[src/hdl/robots_params.svh]
//~~~~~~~~~~~~~~~~~~~~~~~~~~~~~~~~~~~~~~~~~~~~~~~~~~~~~~~~~~~~~~~~~~~~~~~~~~~~
// robots play engine constants
// map geometry, sweep timing, score tags, robot density and prng seed
//~~~~~~~~~~~~~~~~~~~~~~~~~~~~~~~~~~~~~~~~~~~~~~~~~~~~~~~~~~~~~~~~~~~~~~~~~~~~
`ifndef ROBOTS_PARAMS_SVH
`define ROBOTS_PARAMS_SVH

`define FIELD_COLS      128     // cells per row
`define ROW_PAIRS       48      // each map byte holds two vertically stacked cells
`define ADR_W           13      // {row pair, column}
`define SWEEP_PHASES    5       // clocks spent on each address
`define SCORE_COL_BASE  120     // columns 120..127 hold the score display
`define TAG_LEVEL       3'd5
`define TAG_SCORE       3'd6
`define TAG_HIGH        3'd7
`define BLANK_DIGIT     4'd10   // font slot drawn as a space
`define LEVEL_DIGITS    2
`define SCORE_DIGITS    6
`define ROBOT_PROB_STEP 12'd171 // per level, in units of 1/65536 per cell
`define PRNG_SEED       29'd1

`endif

[src/hdl/ctrl_pkg.sv]
//~~~~~~~~~~~~~~~~~~~~~~~~~~~~~~~~~~~~~~~~~~~~~~~~~~~~~~~~~~~~~~~~~~~~~~~~~~~~
// control types of the play engine
// opcodes, the keyboard command word and the sweep position
//~~~~~~~~~~~~~~~~~~~~~~~~~~~~~~~~~~~~~~~~~~~~~~~~~~~~~~~~~~~~~~~~~~~~~~~~~~~~
package ctrl_pkg;

    // one opcode runs per full sweep of the tile map
    typedef enum logic [2:0] {
        OP_IDLE,
        OP_BOOT,
        OP_NEW_GAME,
        OP_NEW_LEVEL,
        OP_TRASH
    } opcode_t;

    // layout of the keyboard lookup table, every bit is a one-cycle pulse
    typedef struct packed {
        logic       repeat_move; // modifier for the move bits
        logic       teleport;
        logic       wait_cmd;
        logic       turn;
        logic       quit;        // q, esc, backspace
        logic [2:0] fkey;        // F3, F2, F1
        logic [7:0] move_dir;    // E SE S SW W NW N NE
    } cmd_word_t;

    // where the sweep is now
    typedef struct packed {
        logic [2:0] phase; // 0..4 within one address
        logic [6:0] col;   // 127 down to 0
        logic [5:0] pair;  // 47 down to 0
    } sweep_pos_t;

endpackage

[src/hdl/tile_pkg.sv]
//~~~~~~~~~~~~~~~~~~~~~~~~~~~~~~~~~~~~~~~~~~~~~~~~~~~~~~~~~~~~~~~~~~~~~~~~~~~~
// tile map types
// cell codes, the tile byte seen as play cells or score digit, memory bus
//~~~~~~~~~~~~~~~~~~~~~~~~~~~~~~~~~~~~~~~~~~~~~~~~~~~~~~~~~~~~~~~~~~~~~~~~~~~~
`include "robots_params.svh"

package tile_pkg;

    typedef enum logic [1:0] {
        CELL_EMPTY,
        CELL_ROBOT,
        CELL_TRASH,
        CELL_PLAYER
    } cell_t;

    // left of the score column a byte is two cells, inside it a tagged digit
    typedef union packed {
        struct packed {
            logic [3:0] temp;  // scratch, invisible on screen
            cell_t      lower;
            cell_t      upper;
        } play;
        struct packed {
            logic [2:0] tag;   // 5 level, 6 score, 7 high score
            logic       spare;
            logic [3:0] digit;
        } score;
    } tile_byte_u;

    typedef struct packed {
        logic [`ADR_W-1:0] adr;
        tile_byte_u        wrt;
        logic              wen;
    } tile_bus_t;

endpackage

[src/hdl/cmd_latch.sv]
//~~~~~~~~~~~~~~~~~~~~~~~~~~~~~~~~~~~~~~~~~~~~~~~~~~~~~~~~~~~~~~~~~~~~~~~~~~~~
// command latch
// keeps function key and quit presses pending until the sequencer serves them
//~~~~~~~~~~~~~~~~~~~~~~~~~~~~~~~~~~~~~~~~~~~~~~~~~~~~~~~~~~~~~~~~~~~~~~~~~~~~
module cmd_latch
    import ctrl_pkg::*;
(
    input  logic       clk,
    input  logic       rst,
    input  cmd_word_t  cmd,
    input  logic [3:0] clr,     // one-hot, pulsed when a command is served
    output logic [3:0] pending  // bit 0 F1, 1 F2, 2 F3, 3 quit
);

    logic [3:0] press; // this cycle's pulses in pending order

    assign press = {cmd.quit, cmd.fkey};

    always_ff @(posedge clk) begin
        if (rst) begin
            pending <= 4'd0;
        end else begin
            // a new press in the clearing cycle stays pending
            pending <= (pending & ~clr) | press;
        end
    end

endmodule

[src/hdl/field_filler.sv]
//~~~~~~~~~~~~~~~~~~~~~~~~~~~~~~~~~~~~~~~~~~~~~~~~~~~~~~~~~~~~~~~~~~~~~~~~~~~~
// field filler
// prng, robot density and player placement for the new level play area
//~~~~~~~~~~~~~~~~~~~~~~~~~~~~~~~~~~~~~~~~~~~~~~~~~~~~~~~~~~~~~~~~~~~~~~~~~~~~
`include "robots_params.svh"

module field_filler
    import ctrl_pkg::*, tile_pkg::*;
(
    input  logic       clk,
    input  logic       rst,
    input  logic       level_inc,
    input  logic       score_clear,
    input  sweep_pos_t pos,
    input  logic       pair_start,
    output tile_byte_u fill_byte,
    output tile_byte_u trash_byte
);

    // x^29 + x^27 + 1, eight shifts per clock
    function automatic logic [28:0] lfsr_step8(input logic [28:0] s);
        logic [28:0] r;
        r = s;
        for (int i = 0; i < 8; i++) begin
            r = {r[27:0], r[28] ^ r[26]};
        end
        return r;
    endfunction

    logic [28:0] prng_st;
    logic [15:0] prng;        // latest two clocks of output
    logic [11:0] robot_prob;  // per 65536 cells
    logic        place_robot;
    logic        robot_upper; // upper cell decision held from phase 0
    logic [6:0]  player_x;
    logic [6:0]  player_y;    // cell row, 16..79
    logic [2:0]  y_mid;
    logic        player_pair;

    assign prng        = prng_st[15:0];
    assign place_robot = (prng < {4'd0, robot_prob});
    assign y_mid       = {1'b0, prng[12:11]} + 3'd1;
    assign player_pair = (pos.col == player_x) && (pos.pair == player_y[6:1]);

    always_ff @(posedge clk) begin
        if (rst) begin
            prng_st     <= `PRNG_SEED;
            robot_prob  <= 12'd0;
            robot_upper <= 1'b0;
            player_x    <= 7'd0;
            player_y    <= 7'd0;
        end else begin
            prng_st <= lfsr_step8(prng_st);
            if (pair_start) robot_upper <= place_robot;
            if (score_clear) begin
                robot_prob <= 12'd0; // no level zero robots
                player_x   <= 7'd0;
                player_y   <= 7'd0;
            end else if (level_inc) begin
                // drop the top bit so density never wraps to zero
                robot_prob <= {1'b0, robot_prob[10:0]} + `ROBOT_PROB_STEP;
                // keep the player out of the score column
                player_x   <= (prng[6:3] == 4'hf) ? {1'b0, prng[5:0]} : prng[6:0];
                player_y   <= {y_mid, prng[10:7]};
            end
        end
    end

    always_comb begin
        fill_byte.play.temp  = 4'd0;
        if (player_pair && player_y[0])
            fill_byte.play.lower = CELL_PLAYER;
        else
            fill_byte.play.lower = place_robot ? CELL_ROBOT : CELL_EMPTY;
        if (player_pair && !player_y[0])
            fill_byte.play.upper = CELL_PLAYER;
        else
            fill_byte.play.upper = robot_upper ? CELL_ROBOT : CELL_EMPTY;
    end

    assign trash_byte = prng[7:0]; // raw garbage, any cell codes

endmodule

[src/hdl/play_sequencer.sv]
//~~~~~~~~~~~~~~~~~~~~~~~~~~~~~~~~~~~~~~~~~~~~~~~~~~~~~~~~~~~~~~~~~~~~~~~~~~~~
// play sequencer
// opcode FSM, serves pending commands and owns the tile map bus
//~~~~~~~~~~~~~~~~~~~~~~~~~~~~~~~~~~~~~~~~~~~~~~~~~~~~~~~~~~~~~~~~~~~~~~~~~~~~
`include "robots_params.svh"

module play_sequencer
    import ctrl_pkg::*, tile_pkg::*;
(
    input  logic       clk,
    input  logic       rst,
    input  logic [3:0] pending,    // F1, F2, F3, quit
    output logic [3:0] clr,
    output logic       run,
    input  sweep_pos_t pos,
    input  logic       score_col,
    input  logic       sweep_done,
    input  logic       pair_start,
    input  logic       skw_wen,
    input  tile_byte_u skw_byte,
    input  tile_byte_u fill_byte,
    input  tile_byte_u trash_byte,
    output logic       level_inc,
    output logic       score_inc,
    output logic       score_clear,
    output logic       want_attention,
    output logic       busy,
    output tile_bus_t  tm
);

    opcode_t op;
    opcode_t op_next;
    logic    first_adr; // first address of a sweep

    assign run = (op == OP_NEW_GAME) || (op == OP_NEW_LEVEL) || (op == OP_TRASH);
    assign first_adr = pair_start && (pos.col == 7'(`FIELD_COLS - 1))
                       && (pos.pair == 6'(`ROW_PAIRS - 1));

    always_comb begin
        op_next        = op;
        clr            = 4'd0;
        level_inc      = 1'b0;
        score_inc      = 1'b0;
        score_clear    = 1'b0;
        want_attention = 1'b0;
        tm.adr         = {pos.pair, pos.col}; // reads follow the sweep
        tm.wrt         = skw_byte;
        tm.wen         = 1'b0;
        case (op)
            OP_IDLE: begin
                if (pending[2]) begin          // F3 trash, one point
                    clr[2]    = 1'b1;
                    score_inc = 1'b1;
                    op_next   = OP_TRASH;
                end else if (pending[0]) begin // F1 skip to next level
                    clr[0]    = 1'b1;
                    level_inc = 1'b1;
                    op_next   = OP_NEW_LEVEL;
                end else if (pending[1]) begin // F2 beep only
                    clr[1]         = 1'b1;
                    want_attention = 1'b1;
                end else if (pending[3]) begin // quit
                    clr[3]      = 1'b1;
                    score_clear = 1'b1;
                    op_next     = OP_NEW_GAME;
                end
            end
            OP_BOOT: begin
                score_clear = 1'b1;
                op_next     = OP_NEW_GAME;
            end
            OP_NEW_GAME: begin
                level_inc = first_adr; // level 1 of the new game
                if (sweep_done) begin
                    op_next = OP_NEW_LEVEL;
                end
            end
            OP_NEW_LEVEL, OP_TRASH: begin
                if (score_col) begin
                    tm.wen = skw_wen;
                    tm.wrt = skw_byte;
                end else if (op == OP_NEW_LEVEL) begin
                    tm.wen = (pos.phase == 3'd3); // lower cell decided this phase
                    tm.wrt = fill_byte;
                end else begin
                    tm.wen = pair_start;
                    tm.wrt = trash_byte;
                end
                if (sweep_done) begin
                    op_next = OP_IDLE;
                end
            end
            default: op_next = OP_IDLE;
        endcase
    end

    // covers the dispatch cycle too, F2 never leaves idle
    assign busy = (op != OP_IDLE) || (op_next != OP_IDLE);

    always_ff @(posedge clk) begin
        if (rst) begin
            op <= OP_BOOT;
        end else begin
            op <= op_next;
        end
    end

endmodule

[src/hdl/robots_play_top.sv]
//~~~~~~~~~~~~~~~~~~~~~~~~~~~~~~~~~~~~~~~~~~~~~~~~~~~~~~~~~~~~~~~~~~~~~~~~~~~~
// robots play engine
// reacts to key commands by sweeping and rewriting the tile map
//~~~~~~~~~~~~~~~~~~~~~~~~~~~~~~~~~~~~~~~~~~~~~~~~~~~~~~~~~~~~~~~~~~~~~~~~~~~~
`include "robots_params.svh"

module robots_play_top
    import ctrl_pkg::*, tile_pkg::*;
(
    input  logic       clk,
    input  logic       rst,
    input  cmd_word_t  cmd,
    input  tile_byte_u tm_red,         // byte at last cycle's address
    output tile_bus_t  tm,
    output logic       want_attention,
    output logic       busy
);

    logic [3:0] pending, clr;
    logic       run, pair_start, score_col, sweep_done;
    sweep_pos_t pos;
    logic       level_inc, score_inc, score_clear;
    logic       skw_wen;
    tile_byte_u skw_byte, fill_byte, trash_byte;

    logic [`LEVEL_DIGITS*4-1:0] level;
    logic [`SCORE_DIGITS*4-1:0] score, high;
    logic [`LEVEL_DIGITS-1:0]   level_mask;
    logic [`SCORE_DIGITS-1:0]   score_mask, high_mask;

    cmd_latch u_cmd (
        .clk, .rst, .cmd, .clr, .pending
    );

    sweep_counter u_sweep (
        .clk, .rst, .run, .pos, .pair_start, .score_col, .sweep_done
    );

    play_sequencer u_seq (
        .clk, .rst, .pending, .clr, .run, .pos, .score_col, .sweep_done, .pair_start,
        .skw_wen, .skw_byte, .fill_byte, .trash_byte,
        .level_inc, .score_inc, .score_clear, .want_attention, .busy, .tm
    );

    score_keeper u_keep (
        .clk, .rst, .score_clear, .level_inc, .score_inc,
        .level, .score, .high, .level_mask, .score_mask, .high_mask
    );

    score_writer u_skw (
        .clk, .rst,
        .sample (score_col && (pos.phase == 3'd1)), // read data of this address is back
        .tm_red, .level, .level_mask, .score, .score_mask, .high, .high_mask,
        .skw_wen, .skw_byte
    );

    field_filler u_fill (
        .clk, .rst, .level_inc, .score_clear, .pos, .pair_start,
        .fill_byte, .trash_byte
    );

endmodule

[src/hdl/score_keeper.sv]
//~~~~~~~~~~~~~~~~~~~~~~~~~~~~~~~~~~~~~~~~~~~~~~~~~~~~~~~~~~~~~~~~~~~~~~~~~~~~
// score keeper
// decimal level, score and high score with leading zero masks
//~~~~~~~~~~~~~~~~~~~~~~~~~~~~~~~~~~~~~~~~~~~~~~~~~~~~~~~~~~~~~~~~~~~~~~~~~~~~
`include "robots_params.svh"

module score_keeper (
    input  logic                         clk,
    input  logic                         rst,
    input  logic                         score_clear,
    input  logic                         level_inc,
    input  logic                         score_inc,
    output logic [`LEVEL_DIGITS*4-1:0]   level,
    output logic [`SCORE_DIGITS*4-1:0]   score,
    output logic [`SCORE_DIGITS*4-1:0]   high,
    output logic [`LEVEL_DIGITS-1:0]     level_mask,
    output logic [`SCORE_DIGITS-1:0]     score_mask,
    output logic [`SCORE_DIGITS-1:0]     high_mask
);

    localparam int ND = `SCORE_DIGITS;
    localparam int SW = ND * 4;
    localparam int LW = `LEVEL_DIGITS * 4;

    // ripple carry through packed bcd digits
    function automatic logic [SW-1:0] bcd_inc(input logic [SW-1:0] v);
        logic [SW-1:0] r;
        logic          carry;
        r     = v;
        carry = 1'b1;
        for (int i = 0; i < ND; i++) begin
            if (carry) begin
                if (r[i*4 +: 4] == 4'd9) begin
                    r[i*4 +: 4] = 4'd0;
                end else begin
                    r[i*4 +: 4] = r[i*4 +: 4] + 4'd1;
                    carry = 1'b0;
                end
            end
        end
        return r;
    endfunction

    // a digit is hidden when it and everything above it is zero, digit 0 always shows
    function automatic logic [ND-1:0] lead_mask(input logic [SW-1:0] v);
        logic [ND-1:0] m;
        logic          zero_above;
        m          = '0;
        zero_above = 1'b1;
        for (int i = ND - 1; i >= 1; i--) begin
            zero_above = zero_above && (v[i*4 +: 4] == 4'd0);
            m[i]       = zero_above;
        end
        return m;
    endfunction

    logic [SW-1:0] level_up;   // level widened to score width
    logic [SW-1:0] score_up;
    logic [SW-1:0] high_up;
    logic [ND-1:0] level_mask_w;

    assign level_up     = bcd_inc(SW'(level));
    assign score_up     = bcd_inc(score);
    assign high_up      = bcd_inc(high);
    assign level_mask_w = lead_mask(SW'(level));
    assign level_mask   = level_mask_w[`LEVEL_DIGITS-1:0];
    assign score_mask   = lead_mask(score);
    assign high_mask    = lead_mask(high);

    always_ff @(posedge clk) begin
        if (rst) begin
            level <= '0;
            score <= '0;
            high  <= '0;
        end else begin
            if (score_clear) begin
                level <= '0; // high score survives a new game
                score <= '0;
            end else begin
                if (level_inc) level <= level_up[LW-1:0];
                if (score_inc) score <= score_up;
            end
            // high follows score while they match, no compare and copy
            if (score_inc && (score == high)) high <= high_up;
        end
    end

endmodule

[src/hdl/score_writer.sv]
//~~~~~~~~~~~~~~~~~~~~~~~~~~~~~~~~~~~~~~~~~~~~~~~~~~~~~~~~~~~~~~~~~~~~~~~~~~~~
// score writer
// spots score tags in the score column and draws digits leftward from them
//~~~~~~~~~~~~~~~~~~~~~~~~~~~~~~~~~~~~~~~~~~~~~~~~~~~~~~~~~~~~~~~~~~~~~~~~~~~~
`include "robots_params.svh"

module score_writer
    import tile_pkg::*;
(
    input  logic                       clk,
    input  logic                       rst,
    input  logic                       sample,     // phase 1, score column
    input  tile_byte_u                 tm_red,
    input  logic [`LEVEL_DIGITS*4-1:0] level,
    input  logic [`LEVEL_DIGITS-1:0]   level_mask,
    input  logic [`SCORE_DIGITS*4-1:0] score,
    input  logic [`SCORE_DIGITS-1:0]   score_mask,
    input  logic [`SCORE_DIGITS*4-1:0] high,
    input  logic [`SCORE_DIGITS-1:0]   high_mask,
    output logic                       skw_wen,
    output tile_byte_u                 skw_byte
);

    localparam int ND = `SCORE_DIGITS;
    localparam int SW = ND * 4;

    logic [SW-1:0] data_q, data_d;   // digits still to draw, lowest first
    logic [ND-1:0] mask_q, mask_d;
    logic [2:0]    count_q, count_d; // digits left including this one

    always_comb begin
        data_d  = data_q;
        mask_d  = mask_q;
        count_d = count_q;
        if (sample) begin
            case (tm_red.score.tag)
                `TAG_LEVEL: begin
                    data_d  = SW'(level);
                    mask_d  = {{(ND - `LEVEL_DIGITS){1'b1}}, level_mask};
                    count_d = 3'(`LEVEL_DIGITS);
                end
                `TAG_SCORE: begin
                    data_d  = score;
                    mask_d  = score_mask;
                    count_d = 3'(ND);
                end
                `TAG_HIGH: begin
                    data_d  = high;
                    mask_d  = high_mask;
                    count_d = 3'(ND);
                end
                default: begin
                    if (count_q != 3'd0) begin // next digit one cell left
                        data_d  = data_q >> 4;
                        mask_d  = {1'b1, mask_q[ND-1:1]};
                        count_d = count_q - 3'd1;
                    end
                end
            endcase
        end
        // upper nibble of the cell is kept, tag cells keep their tag
        skw_byte             = tm_red;
        skw_byte.score.digit = mask_d[0] ? `BLANK_DIGIT : data_d[3:0];
    end

    assign skw_wen = sample && (count_d != 3'd0);

    always_ff @(posedge clk) begin
        if (rst) begin
            data_q  <= '0;
            mask_q  <= '0;
            count_q <= 3'd0;
        end else if (sample) begin
            data_q  <= data_d;
            mask_q  <= mask_d;
            count_q <= count_d;
        end
    end

endmodule

[src/hdl/sweep_counter.sv]
//~~~~~~~~~~~~~~~~~~~~~~~~~~~~~~~~~~~~~~~~~~~~~~~~~~~~~~~~~~~~~~~~~~~~~~~~~~~~
// sweep counter
// walks the tile map in reverse address order, five clocks per address
//~~~~~~~~~~~~~~~~~~~~~~~~~~~~~~~~~~~~~~~~~~~~~~~~~~~~~~~~~~~~~~~~~~~~~~~~~~~~
`include "robots_params.svh"

module sweep_counter
    import ctrl_pkg::*;
(
    input  logic       clk,
    input  logic       rst,
    input  logic       run,
    output sweep_pos_t pos,
    output logic       pair_start, // phase 0 of an address
    output logic       score_col,
    output logic       sweep_done  // last phase of address 0
);

    localparam sweep_pos_t START = '{
        phase: 3'd0,
        col:   7'(`FIELD_COLS - 1),
        pair:  6'(`ROW_PAIRS - 1)
    };
    localparam logic [2:0] LAST_PHASE = 3'(`SWEEP_PHASES - 1);

    logic last_phase;

    assign last_phase = (pos.phase == LAST_PHASE);

    always_ff @(posedge clk) begin
        if (rst || !run) begin
            pos <= START; // parked at the top right corner
        end else if (!last_phase) begin
            pos.phase <= pos.phase + 3'd1;
        end else begin
            pos.phase <= 3'd0;
            if (pos.col != 7'd0) begin
                pos.col <= pos.col - 7'd1; // next pair to the left
            end else begin
                pos.col  <= START.col;
                // wraps back to the top after address 0
                pos.pair <= (pos.pair != 6'd0) ? pos.pair - 6'd1 : START.pair;
            end
        end
    end

    assign pair_start = (pos.phase == 3'd0);
    assign score_col  = (pos.col >= 7'(`SCORE_COL_BASE));
    assign sweep_done = run && last_phase && (pos.col == 7'd0) && (pos.pair == 6'd0);

endmodule

[config.mk]
export PLATFORM = sky130hd
export DESIGN_NAME = robots_play_top
export DESIGN_NICKNAME = d
export VERILOG_FILES = /design/src/hdl/ctrl_pkg.sv /design/src/hdl/tile_pkg.sv /design/src/hdl/cmd_latch.sv /design/src/hdl/field_filler.sv /design/src/hdl/play_sequencer.sv /design/src/hdl/robots_play_top.sv /design/src/hdl/score_keeper.sv /design/src/hdl/score_writer.sv /design/src/hdl/sweep_counter.sv
export VERILOG_INCLUDE_DIRS = /design/src /design/src/hdl
export SDC_FILE = /design/constraint.sdc
export NUM_CORES = 1
export LEC_CHECK = 0
export BUFFER_PORTS_ARGS = -buffer_cell sky130_fd_sc_hd__buf_2
export CAP_MARGIN = 20
export CORE_ASPECT_RATIO = 1.1
export CORE_UTILIZATION = 35
export CTS_CLUSTER_DIAMETER = 150
export DETAILED_ROUTE_END_ITERATION = 16
export PLACE_DENSITY = 0.61
export SYNTH_ARGS = -nofsm -noshare
export SYNTH_HDL_FRONTEND = slang
export SYNTH_SLANG_ARGS = --single-unit
[constraint.sdc]
create_clock -name clk -period 2.85 [get_ports clk]
set_input_delay 0.57 -clock clk [delete_from_list [all_inputs] [get_ports clk]]
set_output_delay 0.57 -clock clk [all_outputs]
set_load 0.01 [all_outputs]
### Yosys cells after proc, flatten, opt, wreduce, memory -nomap -nowiden

Index checks and enable logic that the tools add are counted.
W data, S select, Z words.

* output and inout bits: 24
* input port bits: 26
* bits in registers: 168
* word-level logic and storage cells: 233

* $lt $le $gt $ge: 2
* muxes and demuxes: 76
* add/subtract/negate cells: 20
* eq/ne operators: 30
* reductions and logical operators: 64
* bitwise operators: 12

Operators with widths (number)
* $pmux W24 S3: 1
* $mux W4: 17
* $eq A4 B4 Y1 const B: 15
* $add A4 B1 Y4 const B: 14
* $logic_not A4 Y1: 11
* $mux W1: 34
* $mux W9: 3
* $reduce_and A2 Y1: 13
* $eq A24 B24 Y1: 1
* $mux W24: 1
* $mux W3: 8
* $logic_and A1 B1 Y1: 19
* $pmux W6 S3: 1
* $lt A16 B12 Y1: 1
* $eq A3 B3 Y1 const B: 5
* $mux W7: 2
* $add A11 B8 Y12 const B: 1
* $mux W6: 2
* $pmux W3 S4: 1
* $reduce_bool A3 Y1: 4
* $eq A3 B2 Y1 const B: 3
* $reduce_or A2 Y1: 4
* $xor A1 B1 Y1: 8
* $eq A7 B7 Y1: 1
* other kinds (25): 34

### Longest topological paths before layout

Gate-level depths: netlist of run 1.

* word-level depth: 10
* gate-level depth with buffers: 9
* gate-level depth less buffers: 8

### Hierarchy

From an unflattened synthesis of run 1, not the netlist that was laid out.

* cell total of the unflattened synthesis: 1115
* area, all modules: 9470.3 µm²

By module, submodules not included
* score_keeper: times used 1, area an instance 3286.9 µm², cells an instance 408, sequential area each 1121.1 µm²
* field_filler: times used 1, area an instance 2519.9 µm², cells an instance 264, sequential area each 1121.1 µm²
* score_writer: times used 1, area an instance 2067.0 µm², cells an instance 260, sequential area each 660.6 µm²
* sweep_counter: times used 1, area an instance 792.0 µm², cells an instance 87, sequential area each 320.3 µm²
* play_sequencer: times used 1, area an instance 651.9 µm², cells an instance 79, sequential area each 60.1 µm²
* cmd_latch: times used 1, area an instance 140.1 µm², cells an instance 16, sequential area each 80.1 µm²
* robots_play_top: times used 1, area an instance 12.5 µm², cells an instance 1, sequential area each 0.0 µm²

### Worst setup path after synthesis of run 1

OpenSTA, ideal clock, no wires.

* kind: input to output
* from: input tm_red[5] in the netlist's numbering
* to: output tm[4] in the netlist's numbering
* required time: 2.280 ns
* arrival: 1.934 ns
* buffers on the path: 2
* stages on the path: 8
* path slack: 0.346 ns
* cells stage by stage: clkbuf_1 -> buf_1 -> mux2i_1 -> nand2_1 -> o21ai_0 -> a21oi_1 -> o22ai_1 -> a22oi_1

RTL lines
* start: declaration: line robots_play_top.sv:13 `input tile_byte_u tm_red,`
* end: declaration: line robots_play_top.sv:14 `output tile_bus_t tm,`

==> results of run 1 <==
[flip-flops by register name, summed over array words and instances (netlist names)]
| register | flops |
|---|---|
| u_skw.data_q | 24 |
| u_cmd.pending | 4 |
| u_fill.player_x | 7 |
| u_keep.high | 24 |
| u_fill.player_y | 7 |
| u_skw.mask_q | 6 |
| u_keep.score | 24 |
| u_keep.level | 8 |
| u_seq.op | 3 |
| u_skw.count_q | 3 |
| u_sweep.pos | 16 |
| u_fill.prng_st | 29 |
| u_fill.robot_upper | 1 |
| u_fill.robot_prob | 12 |
[stage by stage]
step / TNS (ps) / util / power, W / std cells / area, um2
after detailed placement: 0 / 0.381 / 0.00298 / 1361 / 9380
final: 0 / 0.418 / 0.00533 / 1402 / 10300
after global routing: -168 / 0.418 / 0.00555 / 1402 / 10300
after CTS: -6.51 / 0.411 / 0.00538 / 1397 / 10100
after floorplan: 0 / - / 0.00282 / 1050 / 8840
after global placement: 0 / 0.381 / 0.00297 / 1361 / 9380
[routing by layer]
metal	up-vias	GRT usage
met2	105	0.294
met1	3465	0.214
met4	0	0.0526
li1	3694	-
met3	23	0.0343
met5	-	0
[final timing paths]
check,start,end,slack (ps),cells after the start
min,cmd[11],u_cmd.pending[3]$_SDFF_PP0_,340,3
max reg2reg,u_keep.high[9]$_SDFFE_PP0P_,u_keep.high[19]$_SDFFE_PP0P_,330,6
min reg2reg,u_fill.prng_st[16]$_SDFF_PP0_,u_fill.prng_st[24]$_SDFF_PP0_,440,1
max,u_fill.robot_prob[11]$_SDFFE_PP0P_,tm[3],30,8
[critical path, delay by kind of cell, from the launching register on]
kind / cells / cell delay (ps)
compound gates: 3 / 430
fa+ha+maj: 1 / 170
flops: 1 / 330
simple gates: 1 / 500
buf+inv: 3 / 370
[placed cells by master (no fill, tap or decap), drive strengths merged, types with 4 or more instances in the layout]
cell / netlist / final
dfxtp: 168 / 168
nor2: 133 / 133
buf: 34 / 88
nand2: 86 / 86
xnor2: 58 / 58
nor2b: 49 / 49
o21ai: 49 / 49
a21oi: 47 / 47
inv: 34 / 38
nor3: 29 / 29
xor2: 29 / 29
nand3: 29 / 29
ha: 24 / 24
mux2: 20 / 20
mux2i: 19 / 19
nand4: 19 / 19
clkbuf: 44 / 17
nor4: 17 / 17
or3: 15 / 15
a221oi: 12 / 12
a211oi: 9 / 9
or4: 8 / 8
clkinv: 0 / 8
o21a: 7 / 7
and2: 7 / 7
a22oi: 7 / 7
nor3b: 6 / 6
nand4b: 6 / 6
or2: 6 / 6
o22ai: 6 / 6
nand2b: 5 / 5
a31oi: 5 / 5
a311oi: 5 / 5
nand3b: 5 / 5
and3: 5 / 5
o31ai: 5 / 5
o211ai: 4 / 4
nor4b: 4 / 4
[cell families (layout without fill, tap and decap cells)]
kind of cell,Yosys count,after routing,synth area share
simple gates,445,445,0.267
compound gates,175,175,0.127
flops,168,168,0.381
buf+inv,112,154,0.0585
xor+xnor,87,87,0.0862
mux,39,39,0.0470
fa+ha+maj,24,24,0.0340
[repair_timing]
item	CTS	global route
endpoints found under the setup margin	5	5
buffers inserted	4	5
pin swaps	5	11
gates cloned	0	0
gates resized for setup	30	34
[power groups by stage]
stage	Sequential [W]	Combinational, W	Clock [W]
after floorplan	0.00248	0.000340	0
after global placement	0.00250	0.000469	0
after detailed placement	0.00250	0.000474	0
after CTS	0.00245	0.000499	0.00243
after global routing	0.00245	0.000568	0.00252
final	0.00245	0.000515	0.00237
[cell type report]
| class | count | area, um2 | area share |
|---|---|---|---|
| clock buffer | 17 | 425 | 0.0414 |
| clock inverter | 15 | 191 | 0.0186 |
| inverter | 34 | 128 | 0.0124 |
| multi-input combinational | 770 | 5160 | 0.502 |
| sequential | 168 | 3400 | 0.331 |
| tap | 310 | 388 | 0.0377 |
| timing repair buffer | 88 | 591 | 0.0574 |
==> results.cfg, run 1 <==
[detailed_routing]
routed-wl-met3_um = 672
wl_met1_um = 10200
drtIter0Drc = 415
viasPerCell = 5.20
wirelength_um = 21700
routed-via-count = 7287
drc_errors = 0
antenna_left = 0
route.met2.wl_um = 10500
drt-wirelength-per-cell_um = 15.5
dr.pass1.iters = 5
highest_layer = met4

[power_and_ir_drop]
powerDensity_mw_per_mm2 = 518
power_switching_w = 0.00146
power.share.clock = 0.444
p_sw_frac = 0.275
seqPwrFrac = 0.459
p_leak_nw = 3.77
peakVddDrop_uv = 370
power_frac_comb = 0.097
p_int_w = 0.00386

[floorplan]
boundaryPins = 50
core_area_mm2 = 0.0246
dieHeight_um = 169
dieArea_mm2 = 0.0259
start_util = 0.359
rows = 60
die_width_um = 154

[layout]
areaGrowthSynthToFinish_pct = 16.4
drive_gt1_frac = 0.196
diodes = 0
finalNetCount = 1129
fillerInstances = 2489

[grt]
grt_start_max_net_pins = 51
track_usage = 0.171
grt_first_pass_wirelength_um = 35100
grt_pass1_vias = 6839
overflow = 0
antenna_found_initial = 0

[place]
place_ws_ps = 161
hpwl_um = 15200
port_buffers = 33
place.gp.congestion = 0.836

[sta]
setup_viol = 0
tightest_slew_ps = 674
hold_ws_ps = 344
finalClockSkew_ps = 9.57
timing.final.crit_share = 0.990
period_minus_slack_ps = 2820
setup_slack_ps = 29.0
max_freq_mhz = 354
slew_headroom = 0.546
rsz0062_at_grt = true
finalHoldViolations = 0
slew_viol_final = 0

[run]
drv_cap = 0

[logic_synthesis]
synth_top_area_cell = dfxtp_1
ys_seq_area_frac = 0.381
yosysMostFrequentCell = dfxtp_1
synth-async-reset-ratio = 0
synthTopCellsByArea = dfxtp_1 38%, xnor2_1 5.7%, nor2_1 5.6%, nand2_1 3.6%, nor2b_1 3.5%
synth_fp_nets = 1100
synth_area_mm2 = 0.00884
ys_types = 74
ys_ff_latch = 168
synth.top_cell.area_share = 0.381
synth_flop_cell = dfxtp_1
synth_edf_count = 0
synthCells = 1050
synth_common_cells = 168 x dfxtp_1, 133 x nor2_1, 85 x nand2_1, 58 x xnor2_1, 49 x nor2b_1
syn_area_per_cell_um2 = 8.42
yosys_warnings = 0

[cts]
cts_buffers = 17
ctsHoldBuffers = 0
clkSinkCount = 168
cts_root_buf = clkbuf_16
tritoncts = done
clk_path_buf_depth = 2
clk-insertion-delay-late_ps = 440
clk_pin_slew_ps = 80
cts-htree-levels = 4

[setup_path]
worst_ep_arrival_time_ps = 2250
max_stage_delay_ps = 500
crit_path_start_kind = flop
critical_path_class = reg -> out
worst_path_max_delay_cell = or4_4
cp.required_ps = 2280
critical_path.cell_chain = inv_2, ha_2, or4_4, a211oi_2, buf_4, a21oi_2, o22ai_2, buf_2
end_kind = primary output
path_max_fanout = 2

[worst_hold_path]
hold_class = in -> reg

[run_status]
status = finished clean
No activity file was read; power rests on OpenSTA's default activity.
==> run 2, diff against run 1 <==
--- a/config.mk
+++ b/config.mk
@@ -9,9 +9,11 @@
 export BUFFER_PORTS_ARGS = -buffer_cell sky130_fd_sc_hd__buf_2
 export CAP_MARGIN = 20
 export CORE_ASPECT_RATIO = 1.1
+export CORE_MARGIN = 2
 export CORE_UTILIZATION = 35
 export CTS_CLUSTER_DIAMETER = 150
 export DETAILED_ROUTE_END_ITERATION = 16
+export HOLD_SLACK_MARGIN = 0.03
 export PLACE_DENSITY = 0.61
 export SYNTH_ARGS = -nofsm -noshare
 export SYNTH_HDL_FRONTEND = slang
==> run 2 against run 1 <==
- core utilization decreased by 1.3 points
- highest routed layer is now met5
- the run now ends with negative setup slack left
- total power decreased by 1.4%
- register-to-register slack improved by 30 ps
- clock power decreased by 3%
- critical endpoint is now tm[4]
- sequential share of layout area increased by 0.35 points
- critical path type unchanged
- die area increased by 2.5%
- clock skew increased by 4.9 ps
- combinational power decreased by 3%
- cell count about the same
- non-clock buffer count decreased by 6
==> results.cfg, run 2 (synthesis gave the netlist of run 1 again) <==
[run_status]
status = complete, but fails checks
violations = negative setup slack

[detailed_routing]
dr.pass1.iters = 4
routed-via-count = 7244
antenna_left = 0
drc_errors = 0
drtIter0Drc = 412
drt-wirelength-per-cell_um = 15.2
wirelength_um = 21300
viasPerCell = 5.16

[worst_hold_path]
hold_class = in -> reg

[sta]
period_minus_slack_ps = 2860
finalHoldViolations = 0
slew_viol_final = 0
hold_ws_ps = 346
max_freq_mhz = 350
setup_tns_ps = -5.62
setup_slack_ps = -5.62
finalClockSkew_ps = 14.5
tightest_slew_ps = 590
setup_viol = 1
rsz0062_at_grt = true
timing.final.crit_share = 1.00
slew_headroom = 0.603

[place]
port_buffers = 33
hpwl_um = 15100
dpl.cell_count = 1361
place_ws_ps = 231
place.gp.congestion = 0.829

[cts]
clk_pin_slew_ps = 80
clk-insertion-delay-late_ps = 440
cts-htree-levels = 4
cts_root_buf = clkbuf_16
ctsHoldBuffers = 0
cts_buffers = 17
clk_path_buf_depth = 2
tritoncts = done
clkSinkCount = 168

[power_and_ir_drop]
powerDensity_mw_per_mm2 = 518
peakVddDrop_uv = 393
p_leak_nw = 3.72

[layout]
drive_gt1_frac = 0.169
stdcell_count = 1403
multi_input_area_mm2 = 0.00506
largest_register = u_fill.prng_st
areaGrowthSynthToFinish_pct = 14.7
finalNetCount = 1123
largest_reg_flops = 29
final_util = 0.405
fillerInstances = 2533
final-seq-area_mm2 = 0.00339
final_cell_mix = 154 x dfxtp_1, 132 x nor2_1, 85 x nand2_1, 58 x xnor2_1, 49 x nor2b_1
layout_commonest_cell = dfxtp_1

[setup_path]
critical_path_class = reg -> out
end_kind = primary output
path_max_fanout = 5
worst_ep_arrival_time_ps = 2290
ff2ff_path_depth = 7
cp.required_ps = 2280
cp-endpoint = tm[4]
reg2reg_from = u_seq.op[2]$_SDFF_PP0_
startpoint = u_sweep.pos[5]$_SDFFE_PP1P_
r2r-end = u_keep.high[19]$_SDFFE_PP0P_
crit_path_start_kind = flop
rrSetupSlack_ps = 360

[floorplan]
rows = 61
dieArea_mm2 = 0.0265
dieHeight_um = 171
boundaryPins = 50
start_util = 0.353
die_width_um = 156
core_area_mm2 = 0.0250

[run]
drv_cap = 0

[grt]
met1_usage = 0.212
use_met2 = 0.277
track_usage = 0.165
grtUsageMet3 = 0.0306
grt_pass1_vias = 6873
grt.busiest_layer = met2
grt_first_pass_wirelength_um = 35000
grt_start_max_net_pins = 54
antenna_found_initial = 1
overflow = 0
## run 2: changes by cell type in the layout (fill, tap and decap cells not counted), moves of 3 or more
| cell | previous run | this run |
|---|---|---|
| dfxtp_4 | 6 | 3 |
| buf_4 | 54 | 47 |
| inv_1 | 31 | 34 |
| o21ai_1 | 4 | 1 |
| dfxtp_1 | 149 | 154 |
| clkinv_8 | 5 | 2 |
| inv_6 | 1 | 5 |
| inv_2 | 3 | 0 |
| o22ai_2 | 5 | 1 |
| o22ai_1 | 1 | 5 |
## run 2: timing repair
item                       in CTS  in global routing
setup endpoints to repair       5                  5
pin swaps                       5                  9
setup buffers                   4                  4
gates resized for setup        22                 11
## run 2: layout make-up
| cell class | count | share of cell area |
|---|---|---|
| repair buffers | 82 | 0.0565 |
| multi-input cells | 770 | 0.499 |
| well taps | 315 | 0.0389 |
| clock inverters | 14 | 0.0158 |
| inverters | 34 | 0.0126 |
| flip-flops and latches | 168 | 0.334 |
| diodes | 2 | 0.000494 |
| clock buffers | 18 | 0.0423 |
## run 2: worst min-delay path by stage
stage                                             start                       endpoint  slack [ps]  depth (start not counted)
after floorplan           u_fill.prng_st[16]$_SDFF_PP0_  u_fill.prng_st[24]$_SDFF_PP0_         410                          1
after global placement    u_fill.prng_st[16]$_SDFF_PP0_  u_fill.prng_st[24]$_SDFF_PP0_         420                          1
after detailed placement  u_fill.prng_st[16]$_SDFF_PP0_  u_fill.prng_st[24]$_SDFF_PP0_         430                          1
after CTS                                       cmd[10]    u_cmd.pending[2]$_SDFF_PP0_         340                          3
after global routing                             cmd[8]    u_cmd.pending[0]$_SDFF_PP0_         360                          3
final                                           cmd[10]    u_cmd.pending[2]$_SDFF_PP0_         350                          3
## run 2: per-layer routing
metal  share of wire  routed length (um)
met4           0.019                 401
met1            0.47                9970
met3           0.028                 589
met5         0.00033                   7
met2            0.49               10400
## run 2: report_power, final
part / internal, W / switching, W
Clock: 0.00125 / 0.00106
Sequential: 0.00240 / 0.0000495
Combinational: 0.000201 / 0.000297
## run 2: stage by stage
stage | total power, W | cell area [um2]
after floorplan | 0.00282 | 8840
after global placement | 0.00298 | 9370
after detailed placement | 0.00298 | 9370
after CTS | 0.00530 | 10100
after global routing | 0.00549 | 10100
final | 0.00525 | 10100
## run 2: worst max-delay path: stages (launching register included)
cell and delay, ps:
dfxtp_4 370, xor2_1 140, nor4_1 290, nand4_1 200, o31ai_2 300, o21ai_1 140
a22oi_2 230, buf_2 180
==> run 3, diff against run 2 <==
--- a/config.mk
+++ b/config.mk
@@ -11,10 +11,12 @@
 export CORE_ASPECT_RATIO = 1.1
 export CORE_MARGIN = 2
 export CORE_UTILIZATION = 35
+export CTS_BUF_LIST = sky130_fd_sc_hd__clkbuf_16
 export CTS_CLUSTER_DIAMETER = 150
 export DETAILED_ROUTE_END_ITERATION = 16
 export HOLD_SLACK_MARGIN = 0.03
 export PLACE_DENSITY = 0.61
+export SKIP_LAST_GASP = 1
 export SYNTH_ARGS = -nofsm -noshare
 export SYNTH_HDL_FRONTEND = slang
 export SYNTH_SLANG_ARGS = --single-unit
==> run 3 against run 2 <==
- the flow still finishes with violations (negative setup slack)
- worst setup slack worse by 9.0 ps
- first-iteration DRC count is 0.24% higher
- cell count hardly changed
- critical endpoint unchanged
- largest power group unchanged
- highest routed layer unchanged
==> results.cfg, run 3 (synthesis gave the netlist of run 1 again) <==
[run_status]
status = complete, but fails checks
violations = negative setup slack

[layout]
multi_input_area_mm2 = 0.00506
fillerInstances = 2533
areaGrowthSynthToFinish_pct = 14.7
final_util = 0.405
drive_gt1_frac = 0.169
finalNetCount = 1123
layout_commonest_cell = dfxtp_1
final-seq-area_mm2 = 0.00339
largest_reg_flops = 29
stdcell_count = 1402
final_cell_mix = 154 x dfxtp_1, 132 x nor2_1, 85 x nand2_1, 58 x xnor2_1, 49 x nor2b_1
largest_register = u_fill.prng_st

[sta]
slew_headroom = 0.589
rsz0062_at_grt = true
setup_slack_ps = -14.6
setup_viol = 1
tightest_slew_ps = 611
slew_viol_final = 0
timing.final.crit_share = 1.01
finalClockSkew_ps = 14.3
finalHoldViolations = 0
max_freq_mhz = 349
period_minus_slack_ps = 2860

[setup_path]
reg2reg_from = u_seq.op[2]$_SDFF_PP0_
worst_ep_arrival_time_ps = 2290
path_max_fanout = 5
max_stage_delay_ps = 370
ff2ff_path_depth = 7
critical_path.cell_chain = xor2_1, nor4_1, nand4_1, o31ai_2, o21ai_1, a22oi_2, buf_2
critical_path_class = reg -> out
worst_path_max_delay_cell = dfxtp_4
critPathTopFamily = compound AO/OA/AOI/OAI gates
end_kind = primary output
cp.required_ps = 2280
path_buf_inv = 1
crit_path_start_kind = flop
rrSetupSlack_ps = 360
r2r-end = u_keep.high[19]$_SDFFE_PP0P_

[grt]
grt_pass1_vias = 6873
antenna_found_initial = 1
grt_first_pass_wirelength_um = 35000
track_usage = 0.165
overflow = 0
grt_start_max_net_pins = 54

[cts]
clk_path_buf_depth = 2
tritoncts = done
clk-insertion-delay-late_ps = 440
cts_buffers = 17
clkSinkCount = 168
ctsHoldBuffers = 0
clk_pin_slew_ps = 80
cts_root_buf = clkbuf_16
cts-htree-levels = 4

[floorplan]
rows = 61
core_area_mm2 = 0.0250
die_width_um = 156
boundaryPins = 50
dieArea_mm2 = 0.0265
start_util = 0.353
dieHeight_um = 171

[power_and_ir_drop]
peakVddDrop_uv = 392
powerDensity_mw_per_mm2 = 518
p_leak_nw = 3.73
finalPower_w = 0.00525

[worst_hold_path]
hold_end = u_cmd.pending[2]$_SDFF_PP0_
hold_depth = 3
hold_class = in -> reg
holdCritStartpoint = cmd[10]

[run]
drv_cap = 0

[place]
hpwl_um = 15100
place_ws_ps = 231
place.gp.congestion = 0.829
dpl.cell_count = 1361
port_buffers = 33

[detailed_routing]
routed-via-count = 7238
dr.pass1.iters = 4
antenna_left = 0
viasPerCell = 5.16
drt-wirelength-per-cell_um = 15.2
drtIter0Drc = 413
wirelength_um = 21400
drc_errors = 0
==> run 3: power by group <==
group / internal [W] / switching, W / total [W] / leakage [nW]
Clock: 0.00124 / 0.00106 / 0.00230 / 0.294
Sequential: 0.00240 / 0.0000495 / 0.00245 / 1.36
Combinational: 0.000201 / 0.000297 / 0.000498 / 2.07
==> run 3: what timing repair did <==
item                       in CTS  in global routing
setup buffers                   4                  4
setup endpoints to repair       5                  5
pin swaps                       5                  9
gates resized for setup        22                 11
gates cloned                    0                  0
==> run 3: tightest hold or removal path: cells and delay by family <==
family / cells / cell delay, ps
compound gates: 1 / 30
buf+inv: 1 / 80
simple gates: 1 / 60
==> run 3: per-layer routing <==
layer	wire length, um	GRT usage
met3	616	0.0306
met1	9970	0.212
met5	7	0
met4	399	0.0574
met2	10400	0.277
==> run 3: final cells by class <==
type,instances,area share
clock inverter,15,0.0162
inverter,34,0.0126
antenna,1,0.000247
tap,315,0.0389
timing repair buffer,82,0.0565
clock buffer,17,0.0420
sequential,168,0.334
multi-input combinational,770,0.499
==> run 3: how the worst max path moves through the flow <==
stage	startpoint	endpoint	slack [ps]	depth (start not counted)
after floorplan	tm_red[5]	tm[4]	350	8
after global placement	tm_red[6]	tm[4]	250	8
after detailed placement	tm_red[6]	tm[4]	230	8
after CTS	u_fill.robot_prob[4]$_SDFFE_PP0P_	tm[3]	8	9
after global routing	u_sweep.pos[5]$_SDFFE_PP1P_	tm[4]	-130	7
final	u_sweep.pos[5]$_SDFFE_PP1P_	tm[4]	-10	7
==> run 3: metrics by stage <==
step	setup TNS [ps]	hold WS, ps	area, um2
after floorplan	0	414	8840
after global placement	0	419	9370
after detailed placement	0	426	9370
after CTS	0	338	10100
after global routing	-466	356	10100
final	-14.6	346	10100
